--- config.mk ---
export PLATFORM = sky130hd
export DESIGN_NAME = decode_issue_top
export DESIGN_NICKNAME = d
export VERILOG_FILES = /design/src/source/decode_pkg.sv /design/src/source/alu_operand_select.sv /design/src/source/decode_issue_top.sv /design/src/source/instruction_decoder.sv /design/src/source/issue_control.sv /design/src/source/register_file.sv /design/src/source/register_scoreboard.sv
export VERILOG_INCLUDE_DIRS = /design/src /design/src/include
export SDC_FILE = /design/constraint.sdc
export NUM_CORES = 2
export LEC_CHECK = 0
export BUFFER_PORTS_ARGS = -buffer_cell sky130_fd_sc_hd__buf_2
export CORE_MARGIN = 2
export CORE_UTILIZATION = 43
export CTS_BUF_LIST = sky130_fd_sc_hd__clkbuf_4
export CTS_CLUSTER_DIAMETER = 60
export DETAILED_ROUTE_END_ITERATION = 10
export PLACE_DENSITY = 0.71
export RECOVER_POWER = 50
export SYNTH_ARGS = -nofsm -noshare
export SYNTH_HDL_FRONTEND = slang
export SYNTH_SLANG_ARGS = --single-unit
--- constraint.sdc ---
create_clock -name clk -period 4.84 [get_ports clk]
set_input_delay 0.968 -clock clk [delete_from_list [all_inputs] [get_ports clk]]
set_output_delay 0.968 -clock clk [all_outputs]
set_load 0.05 [all_outputs]
--- src/include/decode_macros.svh ---
/*
 * Width and count macros for the decode and issue stage
 * Data width, register addressing, unit count, ALU operand width
 */

`ifndef DECODE_MACROS_SVH
`define DECODE_MACROS_SVH

// Data path
`define XLEN 32

// Register file addressing
`define REG_ADDR_W 5
`define REG_COUNT 32

// Branch, ALU, load/store and global control
`define NUM_UNITS 4

// XLEN plus the compare sign bit
`define ALU_OPERAND_W 33

`endif

--- src/source/decode_pkg.sv ---
/*
 * Shared types of the decode and issue stage
 * Trimmed opcodes, unit indices, ALU operand selects, system ops
 */

package decode_pkg;

    // Instruction bits 6 to 2 of the base integer ISA
    typedef enum logic [4:0] {
        LOAD      = 5'b00000,
        FENCE     = 5'b00011,
        ARITH_IMM = 5'b00100,
        AUIPC     = 5'b00101,
        STORE     = 5'b01000,
        ARITH     = 5'b01100,
        LUI       = 5'b01101,
        BRANCH    = 5'b11000,
        JALR      = 5'b11001,
        JAL       = 5'b11011,
        SYSTEM    = 5'b11100
    } opcode_t;

    // Bit positions in the unit request and ready vectors
    typedef enum logic [1:0] {
        UNIT_BRANCH = 2'd0,
        UNIT_ALU    = 2'd1,
        UNIT_LS     = 2'd2,
        UNIT_GC     = 2'd3
    } unit_t;

    typedef enum logic [1:0] {
        RS1_ZERO,
        RS1_PC,
        RS1_REG
    } alu_rs1_sel_t;

    typedef enum logic [1:0] {
        RS2_UPPER_IMM,
        RS2_ARITH_IMM,
        RS2_LINK_FOUR,
        RS2_REG
    } alu_rs2_sel_t;

    // Global control operations
    typedef enum logic [2:0] {
        GC_NONE,
        GC_FENCE,
        GC_IFENCE,
        GC_CSR,
        GC_ECALL,
        GC_EBREAK,
        GC_RET
    } gc_op_t;

endpackage

--- src/source/alu_operand_select.sv ---
/*
 * ALU operand selection
 * Operand muxes with immediates, compare sign bit, shift controls
 */

`timescale 1ns/1ns
`include "decode_macros.svh"

module alu_operand_select import decode_pkg::*; (
    input  logic [`XLEN-1:0]          instruction,
    input  logic [`XLEN-1:0]          fetch_pc,
    input  logic [`XLEN-1:0]          rs1_data,
    input  logic [`XLEN-1:0]          rs2_data,
    input  alu_rs1_sel_t              alu_rs1_sel,
    input  alu_rs2_sel_t              alu_rs2_sel,
    output logic [`ALU_OPERAND_W-1:0] alu_in1,
    output logic [`ALU_OPERAND_W-1:0] alu_in2,
    output logic [4:0]                shift_amount,
    output logic                      alu_subtract,
    output logic                      alu_arith_shift,
    output logic                      alu_left_shift,
    output logic [2:0]                alu_fn3
);

    logic [`XLEN-1:0] operand1;
    logic [`XLEN-1:0] operand2;
    logic register_op;

    assign register_op = (opcode_t'(instruction[6:2]) == ARITH);
    assign alu_fn3 = instruction[14:12];

    always_comb begin
        case (alu_rs1_sel)
            RS1_ZERO: operand1 = '0;
            RS1_PC:   operand1 = fetch_pc;
            default:  operand1 = rs1_data;
        endcase
        case (alu_rs2_sel)
            RS2_UPPER_IMM: operand2 = {instruction[31:12], 12'b0};
            RS2_ARITH_IMM: operand2 = {{(`XLEN-12){instruction[31]}}, instruction[31:20]};
            RS2_LINK_FOUR: operand2 = `XLEN'(4);
            default:       operand2 = rs2_data;
        endcase
    end

    // Sign extension for set-less-than, cleared for the unsigned forms
    assign alu_in1 = {operand1[`XLEN-1] & ~alu_fn3[0], operand1};
    assign alu_in2 = {operand2[`XLEN-1] & ~alu_fn3[0], operand2};

    ////////////////////
    // Shifter and adder controls
    assign shift_amount = register_op ? rs2_data[4:0] : instruction[24:20];
    assign alu_subtract = register_op && instruction[30];
    // Bit shifted in on SRA and SRAI
    assign alu_arith_shift = instruction[30] && operand1[`XLEN-1];
    assign alu_left_shift = ~alu_fn3[2];

endmodule

--- src/source/decode_issue_top.sv ---
/*
 * Decode and issue stage top level
 * Decoder, register file, scoreboard, issue control, ALU operand select
 */

`timescale 1ns/1ns
`include "decode_macros.svh"

module decode_issue_top import decode_pkg::*; (
    input  logic                      clk,
    input  logic                      rst,
    // Fetch
    input  logic                      fetch_valid,
    input  logic [`XLEN-1:0]          fetch_pc,
    input  logic [`XLEN-1:0]          fetch_instruction,
    output logic                      fetch_pop,
    // Unit handshake
    input  logic                      branch_ready,
    input  logic                      alu_ready,
    input  logic                      ls_ready,
    input  logic                      gc_ready,
    output logic                      branch_issue,
    output logic                      alu_issue,
    output logic                      ls_issue,
    output logic                      gc_issue,
    // Writeback
    input  logic                      wb_valid,
    input  logic [`REG_ADDR_W-1:0]    wb_rd,
    input  logic [`XLEN-1:0]          wb_data,
    // Global control
    input  logic                      gc_issue_hold,
    input  logic                      gc_fetch_flush,
    output logic                      illegal_instruction,
    output logic                      gc_flush_required,
    // ALU
    output logic [`ALU_OPERAND_W-1:0] alu_in1,
    output logic [`ALU_OPERAND_W-1:0] alu_in2,
    output logic [4:0]                shift_amount,
    output logic                      alu_subtract,
    output logic                      alu_arith_shift,
    output logic                      alu_left_shift,
    output logic [2:0]                alu_fn3,
    // Load/store
    output logic [`XLEN-1:0]          ls_base,
    output logic [11:0]               ls_offset,
    output logic [2:0]                ls_fn3,
    output logic                      ls_load,
    output logic                      ls_store,
    output logic [`XLEN-1:0]          store_data,
    // Branch
    output logic [`XLEN-1:0]          branch_rs1,
    output logic [`XLEN-1:0]          branch_rs2,
    output logic [2:0]                branch_fn3,
    output logic                      branch_signed,
    output logic                      branch_jal,
    output logic                      branch_jalr,
    output logic [`XLEN-1:0]          branch_pc,
    // Global control unit
    output gc_op_t                    gc_op,
    output logic [`XLEN-1:0]          gc_rs1
);

    logic [`REG_ADDR_W-1:0] rs1_addr;
    logic [`REG_ADDR_W-1:0] rs2_addr;
    logic [`REG_ADDR_W-1:0] rd_addr;
    logic uses_rs1;
    logic uses_rs2;
    logic uses_rd;
    logic [`NUM_UNITS-1:0] unit_request;
    logic illegal;
    alu_rs1_sel_t alu_rs1_sel;
    alu_rs2_sel_t alu_rs2_sel;
    logic [`XLEN-1:0] rs1_data;
    logic [`XLEN-1:0] rs2_data;
    logic rs1_conflict;
    logic rs2_conflict;
    logic set_valid;
    logic [`REG_ADDR_W-1:0] set_rd;

    instruction_decoder decoder (
        .instruction(fetch_instruction),
        .*
    );

    register_file regfile (.*);

    register_scoreboard scoreboard (.*);

    issue_control issue (.*);

    alu_operand_select alu_select (
        .instruction(fetch_instruction),
        .*
    );

    ////////////////////
    // Unit operands from the register file
    assign ls_base = rs1_data;
    assign store_data = rs2_data;
    assign branch_rs1 = rs1_data;
    assign branch_rs2 = rs2_data;
    assign branch_pc = fetch_pc;
    assign gc_rs1 = rs1_data;

endmodule

--- src/source/instruction_decoder.sv ---
/*
 * Instruction decoder
 * Field slicing, unit selection, illegal opcode detection,
 * ALU operand selects, load/store, branch and system decode
 */

`timescale 1ns/1ns
`include "decode_macros.svh"

module instruction_decoder import decode_pkg::*; (
    input  logic [`XLEN-1:0]       instruction,
    output logic [`REG_ADDR_W-1:0] rs1_addr,
    output logic [`REG_ADDR_W-1:0] rs2_addr,
    output logic [`REG_ADDR_W-1:0] rd_addr,
    output logic                   uses_rs1,
    output logic                   uses_rs2,
    output logic                   uses_rd,
    output logic [`NUM_UNITS-1:0]  unit_request,
    output logic                   illegal,
    output alu_rs1_sel_t           alu_rs1_sel,
    output alu_rs2_sel_t           alu_rs2_sel,
    output logic [11:0]            ls_offset,
    output logic [2:0]             ls_fn3,
    output logic                   ls_load,
    output logic                   ls_store,
    output logic [2:0]             branch_fn3,
    output logic                   branch_signed,
    output logic                   branch_jal,
    output logic                   branch_jalr,
    output gc_op_t                 gc_op
);

    opcode_t opcode;
    logic [2:0] fn3;
    logic valid_opcode;
    logic csr_op;

    ////////////////////
    // Fields
    assign opcode = opcode_t'(instruction[6:2]);
    assign fn3 = instruction[14:12];
    assign rs1_addr = instruction[19:15];
    assign rs2_addr = instruction[24:20];
    assign rd_addr = instruction[11:7];
    assign csr_op = (opcode == SYSTEM) && (fn3 != 3'b000);

    ////////////////////
    // Legality
    assign valid_opcode = opcode inside {LUI, AUIPC, JAL, JALR, BRANCH, LOAD, STORE,
                                         ARITH, ARITH_IMM, FENCE, SYSTEM};
    // No M extension, so funct7 bit 0 on register ops is rejected
    assign illegal = ~valid_opcode || (instruction[1:0] != 2'b11) ||
                     ((opcode == ARITH) && instruction[25]);

    // Illegal instructions read and write nothing
    assign uses_rs1 = ~illegal && ((opcode inside {JALR, BRANCH, LOAD, STORE, ARITH, ARITH_IMM})
                                   || (csr_op && ~fn3[2]));
    assign uses_rs2 = ~illegal && (opcode inside {BRANCH, STORE, ARITH});
    assign uses_rd = ~illegal && ((opcode inside {LUI, AUIPC, JAL, JALR, LOAD, ARITH, ARITH_IMM})
                                  || csr_op);

    ////////////////////
    // Unit selection
    assign unit_request[UNIT_BRANCH] = ~illegal && (opcode inside {BRANCH, JAL, JALR});
    assign unit_request[UNIT_LS] = ~illegal && (opcode inside {LOAD, STORE});
    assign unit_request[UNIT_GC] = ~illegal && (opcode inside {SYSTEM, FENCE});
    assign unit_request[UNIT_ALU] = ~illegal &&
                                    ~(opcode inside {BRANCH, JAL, JALR, LOAD, STORE, SYSTEM, FENCE});

    // ALU operand sources
    always_comb begin
        case (opcode)
            LUI:             alu_rs1_sel = RS1_ZERO;
            AUIPC, JAL, JALR: alu_rs1_sel = RS1_PC;
            default:         alu_rs1_sel = RS1_REG;
        endcase
        case (opcode)
            LUI, AUIPC: alu_rs2_sel = RS2_UPPER_IMM;
            ARITH_IMM:  alu_rs2_sel = RS2_ARITH_IMM;
            JAL, JALR:  alu_rs2_sel = RS2_LINK_FOUR;
            default:    alu_rs2_sel = RS2_REG;
        endcase
    end

    ////////////////////
    // Load/store
    assign ls_load = (opcode == LOAD);
    assign ls_store = (opcode == STORE);
    // Stores split the offset around the rd field
    assign ls_offset = ls_store ? {instruction[31:25], instruction[11:7]} : instruction[31:20];
    assign ls_fn3 = fn3;

    ////////////////////
    // Branch
    assign branch_fn3 = fn3;
    // BLTU and BGEU compare unsigned
    assign branch_signed = ~(fn3 inside {3'b110, 3'b111});
    assign branch_jal = (opcode == JAL);
    assign branch_jalr = (opcode == JALR);

    ////////////////////
    // System and fence
    always_comb begin
        gc_op = GC_NONE;
        if (opcode == FENCE) begin
            gc_op = fn3[0] ? GC_IFENCE : GC_FENCE;
        end else if (csr_op) begin
            gc_op = GC_CSR;
        end else if (opcode == SYSTEM) begin
            case (instruction[21:20])
                2'b00:   gc_op = GC_ECALL;
                2'b01:   gc_op = GC_EBREAK;
                2'b10:   gc_op = GC_RET;
                default: gc_op = GC_NONE;
            endcase
        end
    end

endmodule

--- src/source/issue_control.sv ---
/*
 * Issue control
 * Issue decision, fetch pop, per-unit issue strobes,
 * scoreboard set request and global control flush flag
 */

`timescale 1ns/1ns
`include "decode_macros.svh"

module issue_control import decode_pkg::*; (
    input  logic                   fetch_valid,
    input  logic                   gc_issue_hold,
    input  logic                   gc_fetch_flush,
    input  logic                   rs1_conflict,
    input  logic                   rs2_conflict,
    input  logic [`NUM_UNITS-1:0]  unit_request,
    input  logic                   illegal,
    input  logic                   branch_ready,
    input  logic                   alu_ready,
    input  logic                   ls_ready,
    input  logic                   gc_ready,
    input  logic                   uses_rd,
    input  logic [`REG_ADDR_W-1:0] rd_addr,
    input  gc_op_t                 gc_op,
    output logic                   fetch_pop,
    output logic                   branch_issue,
    output logic                   alu_issue,
    output logic                   ls_issue,
    output logic                   gc_issue,
    output logic                   illegal_instruction,
    output logic                   set_valid,
    output logic [`REG_ADDR_W-1:0] set_rd,
    output logic                   gc_flush_required
);

    logic issue_allowed;
    logic [`NUM_UNITS-1:0] unit_ready;
    logic [`NUM_UNITS-1:0] issue;

    assign unit_ready[UNIT_BRANCH] = branch_ready;
    assign unit_ready[UNIT_ALU] = alu_ready;
    assign unit_ready[UNIT_LS] = ls_ready;
    assign unit_ready[UNIT_GC] = gc_ready;

    // Everything but the unit's ready
    assign issue_allowed = fetch_valid && ~gc_issue_hold && ~gc_fetch_flush &&
                           ~rs1_conflict && ~rs2_conflict;

    assign issue = {`NUM_UNITS{issue_allowed}} & unit_request & unit_ready;

    assign branch_issue = issue[UNIT_BRANCH];
    assign alu_issue = issue[UNIT_ALU];
    assign ls_issue = issue[UNIT_LS];
    assign gc_issue = issue[UNIT_GC];

    // Illegal ones leave without a unit
    assign illegal_instruction = issue_allowed && illegal;
    assign fetch_pop = (|issue) || illegal_instruction;

    ////////////////////
    // Scoreboard set
    assign set_valid = (|issue) && uses_rd && (rd_addr != '0);
    assign set_rd = rd_addr;

    // Environment calls, returns and instruction fences restart fetch
    assign gc_flush_required = issue[UNIT_GC] &&
                               (gc_op inside {GC_ECALL, GC_EBREAK, GC_RET, GC_IFENCE});

endmodule

--- src/source/register_file.sv ---
/*
 * Integer register file
 * 31 general registers, two combinational reads, one writeback port
 */

`timescale 1ns/1ns
`include "decode_macros.svh"

module register_file (
    input  logic                   clk,
    input  logic                   rst,
    input  logic [`REG_ADDR_W-1:0] rs1_addr,
    input  logic [`REG_ADDR_W-1:0] rs2_addr,
    input  logic                   wb_valid,
    input  logic [`REG_ADDR_W-1:0] wb_rd,
    input  logic [`XLEN-1:0]       wb_data,
    output logic [`XLEN-1:0]       rs1_data,
    output logic [`XLEN-1:0]       rs2_data
);

    // x0 has no storage
    logic [`XLEN-1:0] regs [1:`REG_COUNT-1];

    always_ff @(posedge clk) begin
        if (rst) begin
            for (int i = 1; i < `REG_COUNT; i++) begin
                regs[i] <= '0;
            end
        end else if (wb_valid && (wb_rd != '0)) begin
            regs[wb_rd] <= wb_data;
        end
    end

    // Reads see the value before a same-cycle writeback
    assign rs1_data = (rs1_addr == '0) ? '0 : regs[rs1_addr];
    assign rs2_data = (rs2_addr == '0) ? '0 : regs[rs2_addr];

endmodule

--- src/source/register_scoreboard.sv ---
/*
 * Register scoreboard
 * One pending bit per register, source conflict flags
 */

`timescale 1ns/1ns
`include "decode_macros.svh"

module register_scoreboard (
    input  logic                   clk,
    input  logic                   rst,
    input  logic [`REG_ADDR_W-1:0] rs1_addr,
    input  logic [`REG_ADDR_W-1:0] rs2_addr,
    input  logic                   uses_rs1,
    input  logic                   uses_rs2,
    input  logic                   set_valid,
    input  logic [`REG_ADDR_W-1:0] set_rd,
    input  logic                   wb_valid,
    input  logic [`REG_ADDR_W-1:0] wb_rd,
    output logic                   rs1_conflict,
    output logic                   rs2_conflict
);

    logic [`REG_COUNT-1:0] pending;

    always_ff @(posedge clk) begin
        if (rst) begin
            pending <= '0;
        end else begin
            if (wb_valid) begin
                pending[wb_rd] <= 1'b0;
            end
            // Issued destination overrides a writeback to the same register
            if (set_valid && (set_rd != '0)) begin
                pending[set_rd] <= 1'b1;
            end
        end
    end

    assign rs1_conflict = uses_rs1 && pending[rs1_addr];
    assign rs2_conflict = uses_rs2 && pending[rs2_addr];

endmodule
==> flow_summary.ini <==
[floorplanning]
start_util_pct = 43.2
die_w_um = 373
die_area_sq_um = 139000
coreArea_sq_um = 135000
die_y_um = 373
io_pins = 413
rows = 135

[critical_path]
start_kind = input port
crit_family = simple AND/OR/NAND/NOR gates
worst-path-buf-inv = 3
path_class = input port to flip-flop
arrival_ps = 5900
cp.required_ps = 5880
startpoint = wb_rd[0]
r2r-start = scoreboard.pending[23]
critical_path.max_fanout = 17
critPathMostFrequentCell = clkbuf_1
crit_chain = clkbuf_1 > nor2b_1 > nand2_1 > clkbuf_1 > nor2_1 > clkbuf_1 > and2_1
cp_slowest_cell = nor2_1
end_kind = flip-flop
cpPeakStageDelay_ps = 1980

[timing]
setup_viol_count_final = 5
hold_viol = 0
relSlewSlack_pct = -137
max_freq_mhz = 206
setup_ws_ps = -23.4
holdWs_ps = 185
finalCriticalPeriod_ps = 4860
setup_tns_ps = -54.2
finalMaxSlewViolations = 1095
finClkSkew_ps = 25.1
max_slew.worst_pin.slew_ps = 3520
min_period_over_period_pct = 100
rsz0062_at_grt = false

[synthesis]
yosysWarnings = 0
synth-edff-count = 1024
synth_cell_types = 58
synth-async-reset-ratio_pct = 0
ys.flop_type = edfxtp_1
synthTopCellsByArea = edfxtp_1 53%, mux4_2 25%, and2_1 11%, clkbuf_1 1.9%, buf_4 1.9%
ys_seq_area_share_pct = 53.7
netlist_instances = 3837
synth_top_area_share_pct = 52.6
ys_seq_elements = 1056
yosys.area.top_type = edfxtp_1
postSynthAreaPerCell_sq_um = 15.2
netlist_area_sq_um = 58500

[power]
ir_worst_vdd_v = 0.000283
p_per_area_nw_per_um2 = 356
power_w = 0.0237
p_leak_nw = 23.2

[run]
max_cap_violations = 61

[global_routing]
grt_pass1_vias = 39900
grt_use_total_pct = 31.0
grt_pass1_wl_um = 300000
grt_overflow = 0
antenna_found_initial = 59
grt_max_degree = 66

[clocking]
insertion_delay_ps = 1210
clkTransAtPathRegs_ps = 70
cts_root_buf = clkbuf_4
cts_sinks = 1056
cts_tree = done
cts_max_level = 5
clockBufferDepth = 4
postCtsHoldBufs = 0
cts-buffers-inserted = 289

[layout]
drive_above_1_share_pct = 38.7
finalNetCount = 4418
area_delta_synth_final_pct = 13.7

[route]
first_pass_iters = 6
drtIter0Drc = 7164
wl_um = 219000
ant_nets = 0
drcViolationCount = 0
routed-via-count = 41200
routedWlPerCell_um = 34.6
viasPerCell = 6.52

[min_path]
hold_class = input port to flip-flop
worstHoldStart = fetch_instruction[8]

[run_status]
violations = max-capacitance violations, max-slew violations, negative setup slack
outcome = complete, but fails checks

[placed_design]
dp.final_hpwl_um = 139000
io_buffers = 412
place_congestion = 0.955
worst register-to-register path: cells and delay by family, from the launching register on:
kind	cells	cell delay (ps)
simple gates	1	190
compound gates	4	1210
buf+inv	1	290
flops	1	340
mux	1	480
Yosys cell counts, types with 3 or more instances:
cell	count
edfxtp_1	1024
and2_1	999
mux4_2	648
clkbuf_1	303
buf_4	147
nor2_1	121
mux2i_1	75
o21ai_1	73
nand2_1	69
buf_2	64
o21ai_0	34
dfxtp_1	32
a21oi_1	28
buf_1	27
o211ai_1	25
o41ai_1	21
nand3_1	17
nor2b_1	14
inv_1	10
mux2_2	10
nand2b_1	8
nand4_1	7
nand3b_1	6
o311ai_0	6
a221oi_1	5
and3_1	4
buf_6	4
mux2_1	4
o21bai_1	4
o22ai_1	4
or3_1	4
o32ai_1	3
or2_2	3
or3b_2	3
logic make-up (layout without fill, tap and decap cells):
family / Yosys count / in the layout / synth area share (%)
AO/OA/AOI/OAI: 216 / 216 / 2.29
buffers and inverters: 557 / 1180 / 4.71
flip-flops: 1056 / 1056 / 53.7
multiplexers: 737 / 737 / 26.5
other: 1 / 71 / 0.00641
AND/OR/NAND/NOR: 1270 / 1270 / 12.8
final cells by class:
| type | count | area (sq um) |
|---|---|---|
| Fill cell | 11500 | 68800 |
| Antenna cell | 39 | 97.6 |
| Clock inverter | 72 | 360 |
| Sequential cell | 1056 | 31400 |
| Tap cell | 1781 | 2230 |
| Timing Repair Buffer | 693 | 4590 |
| Multi-Input combinational cell | 2255 | 24800 |
| Inverter | 12 | 51.3 |
| Clock buffer | 403 | 3030 |
placed cells by master, fill, tap and decap left out, drive strengths merged, types with 3 or more instances in the layout:
cell type / count
or3b: 5
nor2b: 14
and3: 4
o21ai: 107
nand4: 7
nand3: 17
o21bai: 4
or3: 4
nand2: 69
o32ai: 3
nor2: 121
o311ai: 6
diode: 39
edfxtp: 1024
nand3b: 6
mux2: 14
bufinv: 3
conb: 32
mux2i: 75
nand2b: 8
o41ai: 21
mux4: 648
a21oi: 28
or2: 3
o22ai: 4
clkinv: 62
dfxtp: 32
o211ai: 25
clkbuf: 488
buf: 608
inv: 18
and2: 999
a221oi: 5
flip-flops by register name, summed over array words and instances, names as in the netlist:
signal and flops:
regfile.regs 1024, scoreboard.pending 32
final timing paths:
path / to / slack [ps] / cells past startpoint
hold / removal: scoreboard.pending[28] / 180 / 3
hold reg to reg: scoreboard.pending[2] / 520 / 2
setup reg to reg: scoreboard.pending[23] / 2190 / 7
setup / recovery: regfile.regs[29][0] / -20 / 7
routing by layer:
layer / global-route usage, % / up-vias / routed length, um
met5: 0 / - / 194
met4: 17.4 / 30 / 12800
met3: 11.3 / 703 / 37300
met2: 44.6 / 4135 / 94800
met1: 40.7 / 20600 / 73600
li1: - / 15700 / -
through the flow:
step                      worst slack (ps)  cell area [sq um]  instances  util [%]
final                                -23.4              66500       6311      49.2
after CTS                             34.4              67100       6271      49.6
after detailed placement              -313              63700       5796      47.1
after floorplan                       38.4              58600       3868         -
after global placement                -341              63700       5796      47.1
after global routing                  17.3              66500       6289      49.1
power by group:
part	internal [W]	switching [W]	leakage (nW)	total, W
logic	0.00166	0.00347	11.1	0.00513
registers	0.0105	0.000252	10.0	0.0108
clock network	0.00398	0.00379	2.04	0.00777
total	0.0162	0.00751	23.2	0.0237
repair_timing:
action	CTS	global route
hold endpoints to repair	0	0
setup endpoints to repair	15	7
gates resized for setup	10	2
setup buffers	0	1
pin swaps	0	0
Power figures use the tool's default switching activity.
